===== config.mk =====
export PLATFORM = sky130hd
export DESIGN_NAME = dnc_read_modes
export DESIGN_NICKNAME = d
export VERILOG_FILES = /design/src/dnc_read_modes_pkg.sv /design/src/dnc_read_modes.sv /design/src/dnc_mode_normalize.sv /design/src/dnc_mode_recip.sv /design/src/dnc_mode_exp.sv /design/src/dnc_mode_capture.sv /design/src/dnc_mode_control.sv
export VERILOG_INCLUDE_DIRS = /design/src
export SDC_FILE = /design/constraint.sdc
export NUM_CORES = 2
export LEC_CHECK = 0
export BUFFER_PORTS_ARGS = -buffer_cell sky130_fd_sc_hd__buf_2
export CORE_MARGIN = 4
export CORE_UTILIZATION = 45
export CTS_CLUSTER_SIZE = 16
export DETAILED_ROUTE_END_ITERATION = 12
export HOLD_SLACK_MARGIN = 0.03
export SYNTH_ARGS = -nofsm -noshare
export SYNTH_HDL_FRONTEND = slang
export SYNTH_HIERARCHICAL = 1
export SYNTH_SLANG_ARGS = --single-unit

===== constraint.sdc =====
create_clock -name clk -period 7.8 [get_ports clk]
set_input_delay 1.56 -clock clk [delete_from_list [all_inputs] [get_ports clk]]
set_output_delay 1.56 -clock clk [all_outputs]
set_load 0.1 [all_outputs]

===== src/dnc_read_modes_cfg.svh =====
// DNC read modes configuration: fixed point widths, mode count and divider depth
`ifndef DNC_READ_MODES_CFG_SVH
`define DNC_READ_MODES_CFG_SVH

////////////////////
// Input side
////////////////////

// Signed Q8.8 mode scores
`define DNC_SCORE_W 16

// Backward, content, forward
`define DNC_MODES 3

// Head count of one job
`define DNC_HEADS_W 8

////////////////////
// Exponent path
////////////////////

// Unsigned exponent, 65536 stands for 1.0
`define DNC_EXP_W 17

// log2(e) in Q8.8
`define DNC_LOG2E 369

// Quotient bits of floor(2^32 / sum)
`define DNC_RECIP_STEPS 17

// Unsigned Q0.16 read mode, saturated at 65535
`define DNC_PI_W 16

`endif

===== src/dnc_read_modes_pkg.sv =====
// DNC read modes types: stage payload structs and the 2^(-k/16) table
`default_nettype none

`include "dnc_read_modes_cfg.svh"

package dnc_read_modes_pkg;

  // Three scores of one head plus their maximum
  typedef struct packed {
    logic [`DNC_MODES-1:0][`DNC_SCORE_W-1:0] score;
    logic [`DNC_SCORE_W-1:0]                 score_max;
  } mode_triple_t;

  // Base-2 exponents, one per mode
  typedef struct packed {
    logic [`DNC_MODES-1:0][`DNC_EXP_W-1:0] e;
  } mode_exp_t;

  // Exponents travel beside the reciprocal of their sum
  typedef struct packed {
    mode_exp_t              exps;
    logic [`DNC_EXP_W-1:0] recip;
  } mode_norm_t;

  ////////////////////
  // Power-of-two table
  ////////////////////

  // Entry k is round(65536 * 2^(-k/16))
  // Fraction of the exponent picks the entry, integer part shifts it
  localparam logic [`DNC_EXP_W-1:0] pow2_lut [16] = '{
    65536,
    62757,
    60097,
    57549,
    55109,
    52773,
    50535,
    48393,
    46341,
    44376,
    42495,
    40693,
    38968,
    37316,
    35734,
    34219
  };

endpackage

`default_nettype wire


===== src/dnc_read_modes.sv =====
// DNC read modes top: softmax over three mode scores per read head
`timescale 1ns/1ps
`default_nettype none

`include "dnc_read_modes_cfg.svh"

module dnc_read_modes (
  input  wire                    clk,
  input  wire                    reset,
  input  wire                    start,
  input  wire [`DNC_HEADS_W-1:0] size_r_in,
  input  wire [`DNC_SCORE_W-1:0] pi_in,
  input  wire                    pi_in_i_enable,
  input  wire                    pi_in_p_enable,
  output logic                   ready,
  output logic [`DNC_PI_W-1:0]   pi_out,
  output logic                   pi_out_i_enable,
  output logic                   pi_out_p_enable
);

  ////////////////////
  // Stage links
  ////////////////////

  logic job_active;
  logic head_done;

  dnc_read_modes_pkg::mode_triple_t triple;
  logic                             triple_valid;
  dnc_read_modes_pkg::mode_exp_t    exps;
  logic                             exp_valid;
  dnc_read_modes_pkg::mode_norm_t   norm;
  logic                             norm_valid;

  // Job count and ready
  dnc_mode_control u_control (
    .clk        (clk),
    .reset      (reset),
    .start      (start),
    .size_r_in  (size_r_in),
    .head_done  (head_done),
    .job_active (job_active),
    .ready      (ready)
  );

  // Scores in, triple and max out
  dnc_mode_capture u_capture (
    .clk            (clk),
    .reset          (reset),
    .job_active     (job_active),
    .pi_in_i_enable (pi_in_i_enable),
    .pi_in_p_enable (pi_in_p_enable),
    .pi_in          (pi_in),
    .triple         (triple),
    .triple_valid   (triple_valid)
  );

  // 2^(log2e * (s - max))
  dnc_mode_exp u_exp (
    .clk          (clk),
    .reset        (reset),
    .triple       (triple),
    .triple_valid (triple_valid),
    .exps         (exps),
    .exp_valid    (exp_valid)
  );

  // 1 / sum, 19 cycles
  dnc_mode_recip u_recip (
    .clk        (clk),
    .reset      (reset),
    .exps       (exps),
    .exp_valid  (exp_valid),
    .norm       (norm),
    .norm_valid (norm_valid)
  );

  // Modes out, p = 0 first
  dnc_mode_normalize u_normalize (
    .clk             (clk),
    .reset           (reset),
    .norm            (norm),
    .norm_valid      (norm_valid),
    .pi_out          (pi_out),
    .pi_out_i_enable (pi_out_i_enable),
    .pi_out_p_enable (pi_out_p_enable),
    .head_done       (head_done)
  );

endmodule

`default_nettype wire


===== src/dnc_mode_normalize.sv =====
// DNC read modes stage 4: scales exponents by the reciprocal and emits modes serially
`timescale 1ns/1ps
`default_nettype none

`include "dnc_read_modes_cfg.svh"

module dnc_mode_normalize (
  input  wire                            clk,
  input  wire                            reset,
  input  dnc_read_modes_pkg::mode_norm_t norm,
  input  wire                            norm_valid,
  output logic [`DNC_PI_W-1:0]           pi_out,
  output logic                           pi_out_i_enable,
  output logic                           pi_out_p_enable,
  output logic                           head_done
);

  localparam int MUL_W  = 2 * `DNC_EXP_W;
  localparam int ONE_W  = `DNC_EXP_W - 1;
  localparam int SLOT_W = $clog2(`DNC_MODES);
  localparam logic [SLOT_W-1:0] LAST = SLOT_W'(`DNC_MODES - 1);

  logic [MUL_W-1:0]                        prod_c [`DNC_MODES];
  logic [MUL_W-ONE_W-1:0]                  scaled_c [`DNC_MODES];
  logic [`DNC_MODES-1:0][`DNC_PI_W-1:0]    sat_c;
  logic [`DNC_MODES-1:0][`DNC_PI_W-1:0]    vals;
  logic [SLOT_W-1:0]                       slot;
  logic                                    emitting;

  // floor(e * recip / 65536), clipped to Q0.16
  always_comb begin
    for (int p = 0; p < `DNC_MODES; p++) begin
      prod_c[p]   = MUL_W'(norm.exps.e[p]) * MUL_W'(norm.recip);
      scaled_c[p] = prod_c[p][MUL_W-1:ONE_W];
      sat_c[p]    = (scaled_c[p] > {`DNC_PI_W{1'b1}}) ? {`DNC_PI_W{1'b1}}
                                                      : scaled_c[p][`DNC_PI_W-1:0];
    end
  end

  // Output strobes and slot counter
  always_ff @(posedge clk) begin
    if (reset) begin
      emitting        <= 1'b0;
      slot            <= '0;
      pi_out_p_enable <= 1'b0;
      pi_out_i_enable <= 1'b0;
      head_done       <= 1'b0;
    end else begin
      pi_out_p_enable <= emitting;
      pi_out_i_enable <= emitting && (slot == '0);
      head_done       <= emitting && (slot == LAST);
      if (norm_valid) begin
        emitting <= 1'b1;
        slot     <= '0;
      end else if (emitting) begin
        slot <= slot + 1'b1;
        if (slot == LAST) emitting <= 1'b0;
      end
    end
  end

  // Registered products, then one mode per cycle in p order
  always_ff @(posedge clk) begin
    if (norm_valid) vals <= sat_c;
    if (emitting) pi_out <= vals[slot];
  end

endmodule

`default_nettype wire


===== src/dnc_mode_recip.sv =====
// DNC read modes stage 3: sum of exponents and its reciprocal by restoring division
`timescale 1ns/1ps
`default_nettype none

`include "dnc_read_modes_cfg.svh"

module dnc_mode_recip (
  input  wire                            clk,
  input  wire                            reset,
  input  dnc_read_modes_pkg::mode_exp_t  exps,
  input  wire                            exp_valid,
  output dnc_read_modes_pkg::mode_norm_t norm,
  output logic                           norm_valid
);

  localparam int SUM_W = `DNC_EXP_W + 2;
  localparam int REM_W = SUM_W + 1;
  localparam int CNT_W = $clog2(`DNC_RECIP_STEPS + 1);
  // Dividend is 2^32, one 1.0 times another
  localparam int DIVIDEND_LOG2 = 2 * (`DNC_EXP_W - 1);
  // Upper dividend bits give this first partial remainder
  localparam logic [REM_W-1:0] REM_INIT = REM_W'(1) << (DIVIDEND_LOG2 - `DNC_RECIP_STEPS);

  logic [SUM_W-1:0]      sum_c;
  logic [SUM_W-1:0]      sum_q;
  logic [REM_W-1:0]      rem;
  logic [REM_W-1:0]      rem_sh;
  logic [REM_W-1:0]      rem_next;
  logic [`DNC_EXP_W-1:0] quot;
  logic                  fits;
  logic [CNT_W-1:0]      step_cnt;
  logic                  busy;
  dnc_read_modes_pkg::mode_exp_t exps_q;

  // Max term is 65536, so sum stays within 65536..196608
  always_comb begin
    sum_c = '0;
    for (int p = 0; p < `DNC_MODES; p++) begin
      sum_c = sum_c + SUM_W'(exps.e[p]);
    end
  end

  // One quotient bit per step, remaining dividend bits are zero
  always_comb begin
    rem_sh   = {rem[REM_W-2:0], 1'b0};
    fits     = rem_sh >= REM_W'(sum_q);
    rem_next = fits ? rem_sh - REM_W'(sum_q) : rem_sh;
  end

  // Divider sequencing
  always_ff @(posedge clk) begin
    if (reset) begin
      busy       <= 1'b0;
      step_cnt   <= '0;
      norm_valid <= 1'b0;
    end else begin
      norm_valid <= 1'b0;
      if (exp_valid) begin
        busy     <= 1'b1;
        step_cnt <= CNT_W'(`DNC_RECIP_STEPS);
      end else if (busy) begin
        if (step_cnt != '0) begin
          step_cnt <= step_cnt - 1'b1;
        end else begin
          busy       <= 1'b0;
          norm_valid <= 1'b1;
        end
      end
    end
  end

  // Datapath, exponents parked beside the quotient
  always_ff @(posedge clk) begin
    if (exp_valid) begin
      sum_q  <= sum_c;
      exps_q <= exps;
      rem    <= REM_INIT;
      quot   <= '0;
    end else if (busy && step_cnt != '0) begin
      rem  <= rem_next;
      quot <= {quot[`DNC_EXP_W-2:0], fits};
    end else if (busy) begin
      norm.exps  <= exps_q;
      norm.recip <= quot;
    end
  end

  // Pacing keeps one head in the divider at a time
  a_no_overrun : assert property (
    @(posedge clk) disable iff (reset) exp_valid |-> !busy
  ) else $error("exponents arrived while the divider is busy");

endmodule

`default_nettype wire


===== src/dnc_mode_exp.sv =====
// DNC read modes stage 2: base-2 exponent of each score relative to the maximum
`timescale 1ns/1ps
`default_nettype none

`include "dnc_read_modes_cfg.svh"

module dnc_mode_exp (
  input  wire                              clk,
  input  wire                              reset,
  input  dnc_read_modes_pkg::mode_triple_t triple,
  input  wire                              triple_valid,
  output dnc_read_modes_pkg::mode_exp_t    exps,
  output logic                             exp_valid
);

  localparam int DIFF_W = `DNC_SCORE_W + 1;
  localparam int COEF_W = 12;
  localparam int PROD_W = DIFF_W + COEF_W;
  localparam int FRAC_W = 8;
  localparam logic signed [COEF_W-1:0] LOG2E_S = `DNC_LOG2E;

  logic signed [DIFF_W-1:0] diff_c [`DNC_MODES];
  logic signed [PROD_W-1:0] prod_c [`DNC_MODES];
  logic signed [PROD_W-1:0] prod_q [`DNC_MODES];
  logic        [PROD_W-1:0] mag_c  [`DNC_MODES];
  logic        [PROD_W-1:0] shift_c [`DNC_MODES];
  logic        [`DNC_EXP_W-1:0] e_c [`DNC_MODES];
  logic prod_valid;

  // d = score - max, never positive, scaled by log2(e)
  always_comb begin
    for (int p = 0; p < `DNC_MODES; p++) begin
      diff_c[p] = $signed({triple.score[p][`DNC_SCORE_W-1], triple.score[p]})
                - $signed({triple.score_max[`DNC_SCORE_W-1], triple.score_max});
      prod_c[p] = diff_c[p] * LOG2E_S;
    end
  end

  // u = -floor(d * log2e / 256), table picks the fraction and the rest shifts
  always_comb begin
    for (int p = 0; p < `DNC_MODES; p++) begin
      mag_c[p]   = -(prod_q[p] >>> FRAC_W);
      shift_c[p] = mag_c[p] >> FRAC_W;
      if (shift_c[p] >= `DNC_EXP_W) begin
        e_c[p] = '0;
      end else begin
        e_c[p] = dnc_read_modes_pkg::pow2_lut[mag_c[p][FRAC_W-1:FRAC_W-4]] >> shift_c[p];
      end
    end
  end

  always_ff @(posedge clk) begin
    if (reset) begin
      prod_valid <= 1'b0;
      exp_valid  <= 1'b0;
    end else begin
      prod_valid <= triple_valid;
      exp_valid  <= prod_valid;
    end
  end

  // Payload pipe, product then shifted result
  always_ff @(posedge clk) begin
    for (int p = 0; p < `DNC_MODES; p++) begin
      if (triple_valid) prod_q[p] <= prod_c[p];
      if (prod_valid) exps.e[p] <= e_c[p];
    end
  end

endmodule

`default_nettype wire


===== src/dnc_mode_capture.sv =====
// DNC read modes stage 1: gathers three scores of a head and tracks their maximum
`timescale 1ns/1ps
`default_nettype none

`include "dnc_read_modes_cfg.svh"

module dnc_mode_capture (
  input  wire                               clk,
  input  wire                               reset,
  input  wire                               job_active,
  input  wire                               pi_in_i_enable,
  input  wire                               pi_in_p_enable,
  input  wire [`DNC_SCORE_W-1:0]            pi_in,
  output dnc_read_modes_pkg::mode_triple_t  triple,
  output logic                              triple_valid
);

  localparam int IDX_W = $clog2(`DNC_MODES);
  localparam logic [IDX_W-1:0] LAST = IDX_W'(`DNC_MODES - 1);

  logic [IDX_W-1:0] idx;
  logic [IDX_W-1:0] elem;
  logic             sample;
  logic             last_seen;

  // Head strobe forces element 0
  always_comb begin
    elem   = pi_in_i_enable ? '0 : idx;
    sample = job_active && pi_in_p_enable;
  end

  // Element index and the valid pipe
  always_ff @(posedge clk) begin
    if (reset) begin
      idx          <= '0;
      last_seen    <= 1'b0;
      triple_valid <= 1'b0;
    end else begin
      last_seen    <= sample && (elem == LAST);
      triple_valid <= last_seen;
      if (sample) begin
        idx <= (elem == LAST) ? '0 : elem + 1'b1;
      end
    end
  end

  // Scores and running signed maximum
  always_ff @(posedge clk) begin
    if (sample) begin
      triple.score[elem] <= pi_in;
      if (elem == '0) begin
        triple.score_max <= pi_in;
      end else if ($signed(pi_in) > $signed(triple.score_max)) begin
        triple.score_max <= pi_in;
      end
    end
  end

  // Head strobe only ever rides on a score strobe
  a_i_with_p : assert property (
    @(posedge clk) disable iff (reset) pi_in_i_enable |-> pi_in_p_enable
  ) else $error("pi_in_i_enable without pi_in_p_enable");

endmodule

`default_nettype wire


===== src/dnc_mode_control.sv =====
// DNC read modes job sequencer: holds the head count and drives ready
`timescale 1ns/1ps
`default_nettype none

`include "dnc_read_modes_cfg.svh"

module dnc_mode_control (
  input  wire                    clk,
  input  wire                    reset,
  input  wire                    start,
  input  wire [`DNC_HEADS_W-1:0] size_r_in,
  input  wire                    head_done,
  output logic                   job_active,
  output logic                   ready
);

  // Heads still owed to the consumer
  logic [`DNC_HEADS_W-1:0] heads_left;

  always_ff @(posedge clk) begin
    if (reset) begin
      ready      <= 1'b1;
      heads_left <= '0;
    end else if (ready) begin
      // Latch the job size, busy from next cycle
      if (start) begin
        ready      <= 1'b0;
        heads_left <= size_r_in;
      end
    end else if (heads_left == '0) begin
      // Empty job, release at once
      ready <= 1'b1;
    end else if (head_done) begin
      heads_left <= heads_left - 1'b1;
      // Last head out, ready in the following cycle
      if (heads_left == `DNC_HEADS_W'(1)) begin
        ready <= 1'b1;
      end
    end
  end

  // Capture only listens while a job is open
  assign job_active = ~ready;

  // Producer waits for ready before a new job
  a_no_start_busy : assert property (
    @(posedge clk) disable iff (reset) start |-> ready
  ) else $error("start while a job is running");

endmodule

`default_nettype wire


==> out/qor.yml <==
drt:
  dr.pass1.iters: 7
  drc: 0
  ant_nets: 0
  viasPerCell: 5.362
  wl_per_cell_um: 18.23
  wl_mm: 148.3
  vias: 43620
  drt_iter0_drc: 2818
final_layout:
  post-route-util_pct: 48.69
  syn_to_final_growth_pct: 6.849
  nets: 7802
  layout_commonest_cell: "inv_1"
  fill_cells: 12450
  diodes: 0
  layout_common_cells: "1144 x inv_1, 793 x fa_1, 712 x nand2_1"
  drive_gt1_share_pct: 5.031
synthesis:
  syn_inst: 6393
  synth_top_family_by_area: "adder cells"
  synth-seq-area-share_pct: 20.78
  synth_cell_types: 116
  synthAdderAreaFrac_pct: 39.74
  synth-edff-count: 374
  synth_mux_area_share_pct: 1.212
  syn_area_per_cell_um2: 9.418
  synth_async_sr_flop_share_pct: 0
  synth_seq_cells: 438
  synth_compound_area_share_pct: 10.71
  synthXorXnorAreaFrac_pct: 3.660
  synth_area_um2: 60210
  ys_warn_count: 6
  ys.flop_type: "edfxtp_1"
  yosys.area_share.simple_pct: 15.00
floorplan:
  core-area_um2: 132100
  rows: 133
  ios: 48
  start_util_pct: 45.57
  die_x_um: 373.8
  dieHeight_um: 373.8
  dieArea_um2: 139700
global_route:
  grt_pass1_wl_mm: 243.9
  overflow: 0
  grt_pass1_vias: 45740
  track_usage_pct: 21.39
  grt_start_max_net_pins: 69
  antenna_found_initial: 1
pwr:
  p_total_mw: 11.90
  leakagePower_nw: 29.59
  vdd_ir_drop_max_mv: 0.4164
  p_clk_share_pct: 20.5
  p_sw_mw: 4.590
  pwr-share-comb_pct: 54.0
  internal_power_mw: 7.313
  p_per_area_nw_per_um2: 185.0
  p_sw_share_pct: 38.56
  p_seq_share_pct: 25.5
clock_tree:
  numClockSinks: 438
  hold_buffers: 0
  cts_root_buf: "clkbuf_16"
  cts_buffers: 51
  post_cts_resized: 0
  clockBufferDepth: 3
  clk_pin_slew_worst_paths_ns: 0.06
  htreeDepth: 2
  cts_tree: "done"
  insertion_delay_ns: 0.64
  postCtsSetupRepairBufs: 0
min_path:
  min_path_type: "reg -> reg"
sta:
  setup-tns-final_ns: 0
  period_minus_slack_ns: 7.298
  worst_pin_slew_ns: 1.166
  rsz0062_at_grt: "false"
  clock-skew-final_ns: 0.02626
  setup_violations: 0
  fin_crit_sh_pct: 93.57
  maxSlewViolCount: 0
  hold_violations: 0
  relSlewSlack_pct: 21.98
  max_freq_mhz: 137.0
outcome:
  status: "complete, no violations"
worst_setup_path:
  path_max_fanout: 17
  crit_type: "reg -> reg"
  start_kind: "flop"
  end_kind: "flop"
  cp_data_arrival_time_ns: 7.76
  crit_required_ns: 8.27
run:
  maxCapViolCount: 0
placement:
  finalWeightedCongestion: 0.8824
  hpwlAfterDp_mm: 116.4
  port_buffers: 47
-- flip-flops by register name, indices dropped and copies added (netlist names), 2 cells and up --
signal	flops
u_recip/quot	17
u_exp/exps	51
u_recip/rem	19
u_recip/step_cnt	5
u_recip/norm	68
u_normalize/slot	2
u_capture/triple	64
u_capture/idx	2
u_exp/prod_q	57
u_recip/exps_q	51
u_recip/sum_q	19
u_normalize/vals	48
u_control/heads_left	8
u_normalize/pi_out	16
-- metal layers --
metal / track usage, % / up-vias / part of all wire (%)
met1: 28.18 / 21590 / 43
met5: 0 / - / 0
met3: 2.328 / 221 / 4.5
met2: 37.41 / 1034 / 49
met4: 5.879 / 0 / 2.9
li1: - / 20780 / -
-- cells in the mapped netlist, drive strengths merged, types with 20 or more instances --
master,number,area [µm²]
inv,1144,4294
fa,793,15880
nand2,713,2684
ha,642,8033
and2,411,2571
edfxtp,374,11230
clkbuf,246,933.4
a21oi,241,1217
nor2,225,849.6
o21ai,197,989.7
xnor2,157,1375
nor3,98,506.7
xor2,92,805.8
a21o,87,654.4
nand3,86,430.4
mux2i,65,650.6
dfxtp,64,1281
a31oi,57,377.9
nand2b,51,319.1
o211ai,40,300.3
and3,38,237.7
nor2b,38,240.2
a211oi,36,275.3
o21a,35,262.8
nand4,31,200.2
o21bai,29,217.7
or3,29,181.4
or2,26,162.7
nor4,20,158.9
o31ai,20,168.9
-- power groups by stage --
| stage | clock [mW] | sequential (mW) | combinational [mW] |
|---|---|---|---|
| final | 2.44 | 3.04 | 6.42 |
| after global routing | 2.63 | 3.04 | 7.52 |
| after CTS | 2.53 | 3.04 | 6.53 |
| after detailed placement | 0 | 3.08 | 6.47 |
| after global placement | 0 | 3.08 | 6.35 |
| after floorplan | 0 | 3.08 | 5.25 |
-- through the flow --
step / cell area [µm²] / worst slack, ns / hold WS, ns / instances
3_3_place_gp: 62620 / 0.6443 / 0.4012 / 8040
6_report: 64330 / 0.5018 / 0.4150 / 8135
4_1_cts: 64330 / 0.5135 / 0.4082 / 8135
5_1_grt: 64330 / 0.02698 / 0.4223 / 8135
3_5_place_dp: 62620 / 0.5280 / 0.4045 / 8040
2_1_floorplan: 60210 / 0.8543 / 0.4003 / 6394
-- area by class of cell --
cell class / instances / area (µm²) / share of cell area, %
inverter: 1152 / 4324 / 6.722
timing repair buffer: 153 / 1194 / 1.855
clock buffer: 68 / 1411 / 2.194
clock inverter: 27 / 301.5 / 0.4687
tap: 1755 / 2196 / 3.413
multi-input combinational: 4542 / 42390 / 65.89
sequential: 438 / 12520 / 19.46
-- worst max-delay path, cell delays in order, from the launching register on --
cell and delay, ns:
edfxtp_1 0.94, buf_4 0.28, nand2_1 0.07, fa_1 0.47, inv_1 0.05, fa_1 0.47, fa_1 0.53, fa_1 0.52
fa_1 0.54, inv_1 0.05, fa_1 0.53, inv_1 0.04, ha_1 0.35, a21o_1 0.21, o21ai_0 0.27, a21oi_1 0.10
o21ai_0 0.31, nor4b_1 0.13, o21a_1 0.23, or2_1 0.23, a31oi_2 0.57, o21bai_1 0.23
-- kinds of logic after synthesis --
logic type | Yosys count
other | 1
and+or+nand+nor | 1823
adders and majority gates | 1437
AOI/OAI and AO/OA | 958
buffers and inverters | 1414
DFF | 438
xor gates and xnor gates | 250
muxes | 72
-- path summary, 6_finish.rpt --
check / from / cells past startpoint / endpoint / slack (ns)
worst max-delay path: u_recip/norm[11] / 21 / u_normalize/vals[1] / 0.50
worst min-delay path: u_recip/exps_q[23] / 0 / u_recip/norm[40] / 0.41
worst max register to register: u_recip/norm[11] / 21 / u_normalize/vals[1] / 0.50
worst min register to register: u_recip/exps_q[23] / 0 / u_recip/norm[40] / 0.41
(Power assumes the default switching activity.)
